===== config.mk =====
export PLATFORM = sky130hd
export DESIGN_NAME = singlecycle_cpu
export DESIGN_NICKNAME = d
export VERILOG_FILES = /design/src/verilog/riscv_pkg.sv /design/src/verilog/alu_control.sv /design/src/verilog/control_transfer.sv /design/src/verilog/singlecycle_control.sv /design/src/verilog/singlecycle_cpu.sv /design/src/verilog/singlecycle_ctlpath.sv /design/src/verilog/singlecycle_datapath.sv
export VERILOG_INCLUDE_DIRS = /design/src /design/src/verilog
export SDC_FILE = /design/constraint.sdc
export NUM_CORES = 2
export LEC_CHECK = 0
export ABC_AREA = 1
export BUFFER_PORTS_ARGS = -buffer_cell sky130_fd_sc_hd__buf_4
export CAP_MARGIN = 20
export CELL_PAD_IN_SITES_DETAIL_PLACEMENT = 1
export CELL_PAD_IN_SITES_GLOBAL_PLACEMENT = 1
export CORE_ASPECT_RATIO = 1.75
export CORE_MARGIN = 2
export CORE_UTILIZATION = 30
export CTS_CLUSTER_SIZE = 24
export DETAILED_ROUTE_END_ITERATION = 10
export MAX_ROUTING_LAYER = met4
export PLACE_DENSITY_LB_ADDON = 0.1
export SLEW_MARGIN = 0
export SYNTH_ARGS = -nofsm -noshare
export SYNTH_HDL_FRONTEND = slang
export SYNTH_HIERARCHICAL = 1
export SYNTH_SLANG_ARGS = --single-unit

===== constraint.sdc =====
create_clock -name clk -period 5.1 [get_ports clk]
set_clock_uncertainty 0.05 [all_clocks]
set_input_delay 0.255 -clock clk [delete_from_list [all_inputs] [get_ports clk]]
set_output_delay 0.255 -clock clk [all_outputs]
set_load 0.005 [all_outputs]

===== src/verilog/riscv_config.svh =====
/* RV32I core configuration
   Reset vector, data word width and register file depth */

`ifndef RISCV_CONFIG_SVH
`define RISCV_CONFIG_SVH

// Program counter value after reset
`define RISCV_RESET_PC 32'h0000_0000

// Data word width in bits
`define RISCV_XLEN 32

// Register file entries, x0 included
`define RISCV_NUM_REGS 32

`endif


===== src/verilog/riscv_pkg.sv =====
/* RV32I core types
   Opcode, ALU, writeback and next-PC encodings plus the control
   and data port structs shared by the control path and datapath */

`include "riscv_config.svh"

package riscv_pkg;

  // Base opcodes of the supported subset
  typedef enum logic [6:0] {
    opc_load   = 7'b0000011,
    opc_op_imm = 7'b0010011,
    opc_auipc  = 7'b0010111,
    opc_store  = 7'b0100011,
    opc_op     = 7'b0110011,
    opc_lui    = 7'b0110111,
    opc_branch = 7'b1100011,
    opc_jalr   = 7'b1100111,
    opc_jal    = 7'b1101111
  } opcode_e;

  // Operation class handed from main decoder to ALU decoder
  typedef enum logic [1:0] {
    aop_add    = 2'd0,
    aop_branch = 2'd1,
    aop_op_imm = 2'd2,
    aop_op     = 2'd3
  } alu_op_type_e;

  typedef enum logic [4:0] {
    alu_add  = 5'd0,
    alu_sub  = 5'd1,
    alu_sll  = 5'd2,
    alu_slt  = 5'd3,
    alu_sltu = 5'd4,
    alu_xor  = 5'd5,
    alu_srl  = 5'd6,
    alu_sra  = 5'd7,
    alu_or   = 5'd8,
    alu_and  = 5'd9,
    alu_seq  = 5'd10,
    alu_sne  = 5'd11
  } alu_function_e;

  typedef enum logic [2:0] {
    wb_alu      = 3'd0,
    wb_mem      = 3'd1,
    wb_pc_plus4 = 3'd2,
    wb_imm      = 3'd3
  } writeback_sel_e;

  typedef enum logic [1:0] {
    pc_seq           = 2'd0,
    pc_branch_target = 2'd1,
    pc_jalr_target   = 2'd2
  } next_pc_sel_e;

  // Operand selects: a is 0 for rs1, 1 for PC; b is 0 for rs2, 1 for immediate
  typedef struct packed {
    logic           pc_write_enable;
    logic           regfile_write_enable;
    logic           alu_operand_a_select;
    logic           alu_operand_b_select;
    logic           data_mem_read_enable;
    logic           data_mem_write_enable;
    writeback_sel_e reg_writeback_select;
    alu_function_e  alu_function;
    next_pc_sel_e   next_pc_select;
  } ctrl_signals_t;

  typedef struct packed {
    logic [`RISCV_XLEN-1:0] addr;
    logic [`RISCV_XLEN-1:0] wdata;
    logic                   read;
    logic                   write;
  } dmem_req_t;

endpackage


===== src/verilog/alu_control.sv =====
/* ALU function decoder
   Maps operation class, funct3 and funct7 onto one ALU operation */

`timescale 1ns/100ps

module alu_control (
  input  riscv_pkg::alu_op_type_e  alu_op_type,
  input  logic [2:0]               inst_funct3,
  input  logic [6:0]               inst_funct7,
  output riscv_pkg::alu_function_e alu_function
);
  import riscv_pkg::*;

  logic alt_op;

  // funct7 bit 5 marks sub and sra
  assign alt_op = inst_funct7[5];

  always_comb begin
    alu_function = alu_add;
    case (alu_op_type)
      aop_branch: begin
        case (inst_funct3)
          3'b100, 3'b101: alu_function = alu_slt;
          3'b110, 3'b111: alu_function = alu_sltu;
          default:        alu_function = alu_sub;
        endcase
      end
      aop_op_imm, aop_op: begin
        case (inst_funct3)
          3'b000: begin
            // No subi, so only register ops honour the alternate bit
            if (alu_op_type == aop_op && alt_op)
              alu_function = alu_sub;
            else
              alu_function = alu_add;
          end
          3'b001: alu_function = alu_sll;
          3'b010: alu_function = alu_slt;
          3'b011: alu_function = alu_sltu;
          3'b100: alu_function = alu_xor;
          3'b101: alu_function = alt_op ? alu_sra : alu_srl;
          3'b110: alu_function = alu_or;
          default: alu_function = alu_and;
        endcase
      end
      default: alu_function = alu_add;
    endcase
  end

endmodule


===== src/verilog/control_transfer.sv =====
/* Branch decision unit
   Resolves the six branch conditions from funct3 and the ALU zero flag */

`timescale 1ns/100ps

module control_transfer (
  input  logic       result_equal_zero,
  input  logic [2:0] inst_funct3,
  output logic       take_branch
);

  // ALU ran sub for eq/ne and slt/sltu for the ordered compares
  always_comb begin
    case (inst_funct3)
      // beq
      3'b000: take_branch = result_equal_zero;
      // bne
      3'b001: take_branch = !result_equal_zero;
      // blt, slt gives one when less
      3'b100: take_branch = !result_equal_zero;
      // bge
      3'b101: take_branch = result_equal_zero;
      // bltu
      3'b110: take_branch = !result_equal_zero;
      // bgeu
      3'b111: take_branch = result_equal_zero;
      default: take_branch = 1'b0;
    endcase
  end

endmodule


===== src/verilog/singlecycle_control.sv =====
/* Main decoder
   Turns the opcode and branch decision into enables, operand
   selects, writeback source and ALU operation class */

`timescale 1ns/100ps

module singlecycle_control (
  input  logic [6:0]               inst_opcode,
  input  logic                     take_branch,
  output riscv_pkg::ctrl_signals_t ctrl_main,
  output riscv_pkg::alu_op_type_e  alu_op_type
);
  import riscv_pkg::*;

  always_comb begin
    // Defaults describe a NOP that only advances the PC
    ctrl_main                      = '0;
    ctrl_main.pc_write_enable      = 1'b1;
    ctrl_main.reg_writeback_select = wb_alu;
    ctrl_main.alu_function         = alu_add;
    ctrl_main.next_pc_select       = pc_seq;
    alu_op_type                    = aop_add;

    case (opcode_e'(inst_opcode))
      opc_lui: begin
        ctrl_main.regfile_write_enable = 1'b1;
        ctrl_main.reg_writeback_select = wb_imm;
      end
      opc_auipc: begin
        ctrl_main.regfile_write_enable = 1'b1;
        ctrl_main.alu_operand_a_select = 1'b1;
        ctrl_main.alu_operand_b_select = 1'b1;
      end
      opc_jal: begin
        ctrl_main.regfile_write_enable = 1'b1;
        ctrl_main.reg_writeback_select = wb_pc_plus4;
        ctrl_main.next_pc_select       = pc_branch_target;
      end
      opc_jalr: begin
        ctrl_main.regfile_write_enable = 1'b1;
        ctrl_main.alu_operand_b_select = 1'b1;
        ctrl_main.reg_writeback_select = wb_pc_plus4;
        ctrl_main.next_pc_select       = pc_jalr_target;
      end
      opc_branch: begin
        alu_op_type              = aop_branch;
        ctrl_main.next_pc_select = take_branch ? pc_branch_target : pc_seq;
      end
      opc_load: begin
        ctrl_main.regfile_write_enable = 1'b1;
        ctrl_main.alu_operand_b_select = 1'b1;
        ctrl_main.data_mem_read_enable = 1'b1;
        ctrl_main.reg_writeback_select = wb_mem;
      end
      opc_store: begin
        ctrl_main.alu_operand_b_select  = 1'b1;
        ctrl_main.data_mem_write_enable = 1'b1;
      end
      opc_op_imm: begin
        ctrl_main.regfile_write_enable = 1'b1;
        ctrl_main.alu_operand_b_select = 1'b1;
        alu_op_type                    = aop_op_imm;
      end
      opc_op: begin
        ctrl_main.regfile_write_enable = 1'b1;
        alu_op_type                    = aop_op;
      end
      default: begin
      end
    endcase
  end

endmodule


===== src/verilog/singlecycle_cpu.sv =====
/* Single-cycle RV32I core
   Joins the control path and datapath to the fetch and data ports */

`timescale 1ns/100ps

`include "riscv_config.svh"

module singlecycle_cpu (
  input  logic                   clk,
  input  logic                   arst_n,
  output logic [`RISCV_XLEN-1:0] imem_addr,
  input  logic [`RISCV_XLEN-1:0] imem_rdata,
  output riscv_pkg::dmem_req_t   dmem_req,
  input  logic [`RISCV_XLEN-1:0] dmem_rdata
);
  import riscv_pkg::*;

  ctrl_signals_t ctrl;
  logic [6:0]    inst_opcode;
  logic [2:0]    inst_funct3;
  logic [6:0]    inst_funct7;
  logic          alu_result_equal_zero;

  singlecycle_ctlpath ctlpath0 (
    .inst_opcode           (inst_opcode),
    .inst_funct3           (inst_funct3),
    .inst_funct7           (inst_funct7),
    .alu_result_equal_zero (alu_result_equal_zero),
    .ctrl                  (ctrl)
  );

  singlecycle_datapath datapath0 (
    .clk                   (clk),
    .arst_n                (arst_n),
    .ctrl                  (ctrl),
    .imem_rdata            (imem_rdata),
    .dmem_rdata            (dmem_rdata),
    .imem_addr             (imem_addr),
    .dmem_req              (dmem_req),
    .inst_opcode           (inst_opcode),
    .inst_funct3           (inst_funct3),
    .inst_funct7           (inst_funct7),
    .alu_result_equal_zero (alu_result_equal_zero)
  );

endmodule


===== src/verilog/singlecycle_ctlpath.sv =====
/* Control path
   Feeds the instruction fields to the main decoder, branch unit and
   ALU decoder and merges their results into one control struct */

`timescale 1ns/100ps

module singlecycle_ctlpath (
  input  logic [6:0]               inst_opcode,
  input  logic [2:0]               inst_funct3,
  input  logic [6:0]               inst_funct7,
  input  logic                     alu_result_equal_zero,
  output riscv_pkg::ctrl_signals_t ctrl
);
  import riscv_pkg::*;

  ctrl_signals_t ctrl_main;
  alu_op_type_e  alu_op_type;
  alu_function_e alu_function;
  logic          take_branch;

  singlecycle_control control (
    .inst_opcode (inst_opcode),
    .take_branch (take_branch),
    .ctrl_main   (ctrl_main),
    .alu_op_type (alu_op_type)
  );

  control_transfer transfer (
    .result_equal_zero (alu_result_equal_zero),
    .inst_funct3       (inst_funct3),
    .take_branch       (take_branch)
  );

  alu_control alu_ctrl (
    .alu_op_type  (alu_op_type),
    .inst_funct3  (inst_funct3),
    .inst_funct7  (inst_funct7),
    .alu_function (alu_function)
  );

  // Main decoder leaves the ALU function open
  always_comb begin
    ctrl              = ctrl_main;
    ctrl.alu_function = alu_function;
  end

endmodule


===== src/verilog/singlecycle_datapath.sv =====
/* Single-cycle datapath
   PC register, register file, immediate generator, ALU,
   writeback selection and next-PC logic */

`timescale 1ns/100ps

`include "riscv_config.svh"

module singlecycle_datapath (
  input  logic                   clk,
  input  logic                   arst_n,
  input  riscv_pkg::ctrl_signals_t ctrl,
  input  logic [`RISCV_XLEN-1:0] imem_rdata,
  input  logic [`RISCV_XLEN-1:0] dmem_rdata,
  output logic [`RISCV_XLEN-1:0] imem_addr,
  output riscv_pkg::dmem_req_t   dmem_req,
  output logic [6:0]             inst_opcode,
  output logic [2:0]             inst_funct3,
  output logic [6:0]             inst_funct7,
  output logic                   alu_result_equal_zero
);
  import riscv_pkg::*;

  localparam int reg_aw = $clog2(`RISCV_NUM_REGS);
  localparam int shamt_w = $clog2(`RISCV_XLEN);

  logic [`RISCV_XLEN-1:0] pc;
  logic [`RISCV_XLEN-1:0] pc_plus4;
  logic [`RISCV_XLEN-1:0] next_pc;
  logic [`RISCV_XLEN-1:0] regs [`RISCV_NUM_REGS];
  logic [reg_aw-1:0]      rs1_addr;
  logic [reg_aw-1:0]      rs2_addr;
  logic [reg_aw-1:0]      rd_addr;
  logic [`RISCV_XLEN-1:0] rs1_data;
  logic [`RISCV_XLEN-1:0] rs2_data;
  logic                   rf_write;
  logic [`RISCV_XLEN-1:0] imm_i;
  logic [`RISCV_XLEN-1:0] imm_s;
  logic [`RISCV_XLEN-1:0] imm_b;
  logic [`RISCV_XLEN-1:0] imm_u;
  logic [`RISCV_XLEN-1:0] imm_j;
  logic [`RISCV_XLEN-1:0] imm;
  logic [`RISCV_XLEN-1:0] alu_a;
  logic [`RISCV_XLEN-1:0] alu_b;
  logic [shamt_w-1:0]     shamt;
  logic [`RISCV_XLEN-1:0] alu_result;
  logic [`RISCV_XLEN-1:0] wb_data;

  // Instruction fields
  assign inst_opcode = imem_rdata[6:0];
  assign inst_funct3 = imem_rdata[14:12];
  assign inst_funct7 = imem_rdata[31:25];
  assign rd_addr     = imem_rdata[11:7];
  assign rs1_addr    = imem_rdata[19:15];
  assign rs2_addr    = imem_rdata[24:20];

  always_ff @(posedge clk or negedge arst_n) begin
    if (!arst_n) begin
      pc <= `RISCV_RESET_PC;
    end else if (ctrl.pc_write_enable) begin
      pc <= next_pc;
    end
  end

  assign imem_addr = pc;
  assign pc_plus4  = pc + `RISCV_XLEN'd4;

  // Register file, x0 is never written and reads as zero
  assign rf_write = arst_n && ctrl.regfile_write_enable && (rd_addr != '0);

  always_ff @(posedge clk) begin
    if (rf_write) begin
      regs[rd_addr] <= wb_data;
    end
  end

  assign rs1_data = (rs1_addr == '0) ? '0 : regs[rs1_addr];
  assign rs2_data = (rs2_addr == '0) ? '0 : regs[rs2_addr];

  // Immediate formats
  assign imm_i = {{20{imem_rdata[31]}}, imem_rdata[31:20]};
  assign imm_s = {{20{imem_rdata[31]}}, imem_rdata[31:25], imem_rdata[11:7]};
  assign imm_b = {{19{imem_rdata[31]}}, imem_rdata[31], imem_rdata[7],
                  imem_rdata[30:25], imem_rdata[11:8], 1'b0};
  assign imm_u = {imem_rdata[31:12], 12'b0};
  assign imm_j = {{11{imem_rdata[31]}}, imem_rdata[31], imem_rdata[19:12],
                  imem_rdata[20], imem_rdata[30:21], 1'b0};

  always_comb begin
    case (opcode_e'(inst_opcode))
      opc_store:          imm = imm_s;
      opc_branch:         imm = imm_b;
      opc_lui, opc_auipc: imm = imm_u;
      opc_jal:            imm = imm_j;
      default:            imm = imm_i;
    endcase
  end

  // ALU
  assign alu_a = ctrl.alu_operand_a_select ? pc : rs1_data;
  assign alu_b = ctrl.alu_operand_b_select ? imm : rs2_data;
  assign shamt = alu_b[shamt_w-1:0];

  always_comb begin
    case (ctrl.alu_function)
      alu_add:  alu_result = alu_a + alu_b;
      alu_sub:  alu_result = alu_a - alu_b;
      alu_sll:  alu_result = alu_a << shamt;
      alu_slt:  alu_result = {{(`RISCV_XLEN-1){1'b0}}, $signed(alu_a) < $signed(alu_b)};
      alu_sltu: alu_result = {{(`RISCV_XLEN-1){1'b0}}, alu_a < alu_b};
      alu_xor:  alu_result = alu_a ^ alu_b;
      alu_srl:  alu_result = alu_a >> shamt;
      alu_sra:  alu_result = $signed(alu_a) >>> shamt;
      alu_or:   alu_result = alu_a | alu_b;
      alu_and:  alu_result = alu_a & alu_b;
      alu_seq:  alu_result = {{(`RISCV_XLEN-1){1'b0}}, alu_a == alu_b};
      alu_sne:  alu_result = {{(`RISCV_XLEN-1){1'b0}}, alu_a != alu_b};
      default:  alu_result = '0;
    endcase
  end

  assign alu_result_equal_zero = (alu_result == '0);

  always_comb begin
    case (ctrl.reg_writeback_select)
      wb_mem:      wb_data = dmem_rdata;
      wb_pc_plus4: wb_data = pc_plus4;
      wb_imm:      wb_data = imm;
      default:     wb_data = alu_result;
    endcase
  end

  always_comb begin
    case (ctrl.next_pc_select)
      pc_branch_target: next_pc = pc + imm;
      pc_jalr_target:   next_pc = {alu_result[`RISCV_XLEN-1:1], 1'b0};
      default:          next_pc = pc_plus4;
    endcase
  end

  // Data port, stores held off while in reset
  assign dmem_req.addr  = alu_result;
  assign dmem_req.wdata = rs2_data;
  assign dmem_req.read  = ctrl.data_mem_read_enable;
  assign dmem_req.write = ctrl.data_mem_write_enable && arst_n;

endmodule

==> impl_metrics.py <==
metrics = {
    "cells_and_area": {
        "layout-area-overhead-vs-synth_pct": 35.3,
        "layout-drive-gt1-share_pct": 26.1,
        "nNetsFinal": 9569,
        "final_area_um2": 88800,
        "final_cells": 12300,
    },
    "route": {
        "viasPerCell": 5.75,
        "drt-pass1-iter-count": 6,
        "drtIter0Drc": 5522,
        "dr_total_vias": 70900,
        "wl_per_cell_um": 34.0,
        "drcViolationCount": 0,
        "ant_nets": 0,
        "postRouteWirelength_mm": 419,
    },
    "worst_setup_path": {
        "crit_path_start_kind": "register",
        "critical_path_buf_inv_count": 10,
        "cp_max_fo": 8,
        "reg2reg_slack_ps": -1030,
        "end_kind": "register",
        "crit_family": "simple AND/OR/NAND/NOR gates",
        "r2r_start": "datapath0/regs[28][0]",
        "slowest_delay_ps": 400,
        "reg2reg_depth": 46,
        "worstPathRequired_ps": 5730,
        "slowest_stage": "edfxtp_1",
        "worstReg2RegEnd": "datapath0/imem_addr[7]",
        "crit_type": "reg -> reg",
        "crit_arrival_ps": 6750,
    },
    "timing": {
        "timing.final.ws_setup_ps": -1030,
        "fmaxAchievable_mhz": 163,
        "min_period_ps": 6130,
        "worst_pin_slew_ps": 1130,
        "hold_ws_ps": 42.8,
        "fin_crit_sh_pct": 120,
        "hold_viol_final": 0,
        "slew_viol_final": 0,
        "slew_headroom_pct": 25.0,
        "setup_viol": 46,
        "rsz0062_at_grt": "true",
        "tns_ps": -31840,
    },
    "die": {
        "die_y_um": 623,
        "boundaryPins": 164,
        "rows": 227,
        "dieArea_um2": 223000,
        "die_w_um": 358,
        "start_util_pct": 30.1,
        "design.core.area_um2": 218000,
    },
    "worst_hold_path": {
        "min_to": "datapath0/regs[11][18]",
        "hold_path_depth": 4,
        "worstHoldStart": "dmem_rdata[18]",
        "hold_path.class": "in -> reg",
    },
    "place": {
        "dpl.cell_count": 12000,
        "dpl-instance-area_um2": 80900,
        "portBuffers": 163,
        "place_hpwl_mm": 297,
        "place.gp.congestion": 1.07,
    },
    "run_status": {
        "status": "complete, but fails checks",
        "failed_checks": "negative setup slack",
    },
    "power": {
        "leakagePower_nw": 35.6,
        "p_per_area_nw_per_um2": 336,
        "ir_drop_mv": 0.293,
    },
    "synth": {
        "syn_inst": 8140,
        "syn_area_per_cell_um2": 8.06,
        "yosys_warnings": 6,
        "syn_area_um2": 65600,
    },
    "clock_tree": {
        "path_clk_slew_ps": 70,
        "cts_root_buffer": "clkbuf_16",
        "cts_buffer_depth": 3,
        "cts-htree-levels": 3,
        "cts_sinks": 1056,
        "clkLatencyLatePin_ps": 760,
        "cts_tree": "built",
        "cts_buffers": 110,
    },
    "global_route": {
        "first_global_vias": 73100,
        "grt_max_degree": 81,
        "grt_overflow": 0,
        "grt_pass1_wl_mm": 571,
        "track_usage_pct": 37.6,
        "antenna_found_initial": 13,
    },
    "run": {
        "cap_violations": 0,
    },
}
## power breakdown
part	internal, mW	total, mW	switching (mW)
Sequential	10.2	10.3	0.103
Combinational	4.10	11.2	7.09
Clock	4.52	8.32	3.80
## layout make-up
cell class                      count  area [um2]
Antenna cell                       11        27.5
Clock buffer                      123        2800
Clock inverter                     80         781
Fill cell                       25500      129000
Inverter                          431        1740
Multi-Input combinational cell   6107       32700
Sequential cell                  1056       31600
Tap cell                         2862        3580
Timing Repair Buffer             1660       15600
Timing Repair inverter              1        11.3
## worst max path at each step
stage                           from                       to  slack [ps]  depth (start not counted)
4_1_cts        datapath0/regs[28][0]  datapath0/imem_addr[31]       -1000                         52
5_1_grt        datapath0/regs[28][0]  datapath0/imem_addr[31]       -1240                         50
3_3_place_gp          imem_rdata[20]   datapath0/imem_addr[7]       -3680                         42
6_report       datapath0/regs[28][0]   datapath0/imem_addr[7]       -1030                         46
2_1_floorplan         imem_rdata[20]   datapath0/imem_addr[8]        -250                         52
3_5_place_dp          imem_rdata[20]  datapath0/imem_addr[25]       -2980                         42
## state kept, by name, summed over array words and instances (netlist names)
register / cells
datapath0/imem_addr: 32
datapath0/regs: 1024
## worst min-delay path, stage by stage
cell and delay [ps]:
buf_4 80, a21oi_1 50, nand2_1 110, buf_12 190
## per-layer routing
metal / routed length (um) / track usage [%]
met1: 145000 / 38.6
met2: 211000 / 64.5
met3: 21000 / 4.78
met4: 41400 / 29.7
met5: 0 / -
## timing repair
action / in CTS / in global routing
gates resized for setup: 422 / 483
hold buffers: 2 / 0
cloned: 7 / 7
setup buffers: 52 / 60
endpoints found under the setup margin: 715 / 415
pin swaps: 132 / 219
endpoints found under the hold margin: 32 / 0
## through the flow
stage	setup WS (ps)	util (%)	power, mW
after CTS	-1000	39.8	29.2
after detailed placement	-2980	37.1	20.3
after floorplan	-250	-	14.4
after global placement	-3680	37.1	20.3
final	-1030	40.7	29.8
after global routing	-1240	40.7	30.7
## placed cells by master (no fill, tap or decap), drive strengths merged, types with 13 or more instances in the layout
cell and instances:
buf 1648, nand2 1633, nor2 1260, nand3 1050, edfxtp 1024, o21ai 1022
inv 425, a21oi 376, o221ai 168, ha 133, clkbuf 129, o211ai 116
o22ai 72, clkinv 62, nor3 48, conb 35, dfrtp 32, nand4 26
xor2 26, a221oi 23, or2 17, clkinvlp 14, o21a 13, a21o 13
(Power assumes the default switching activity.)
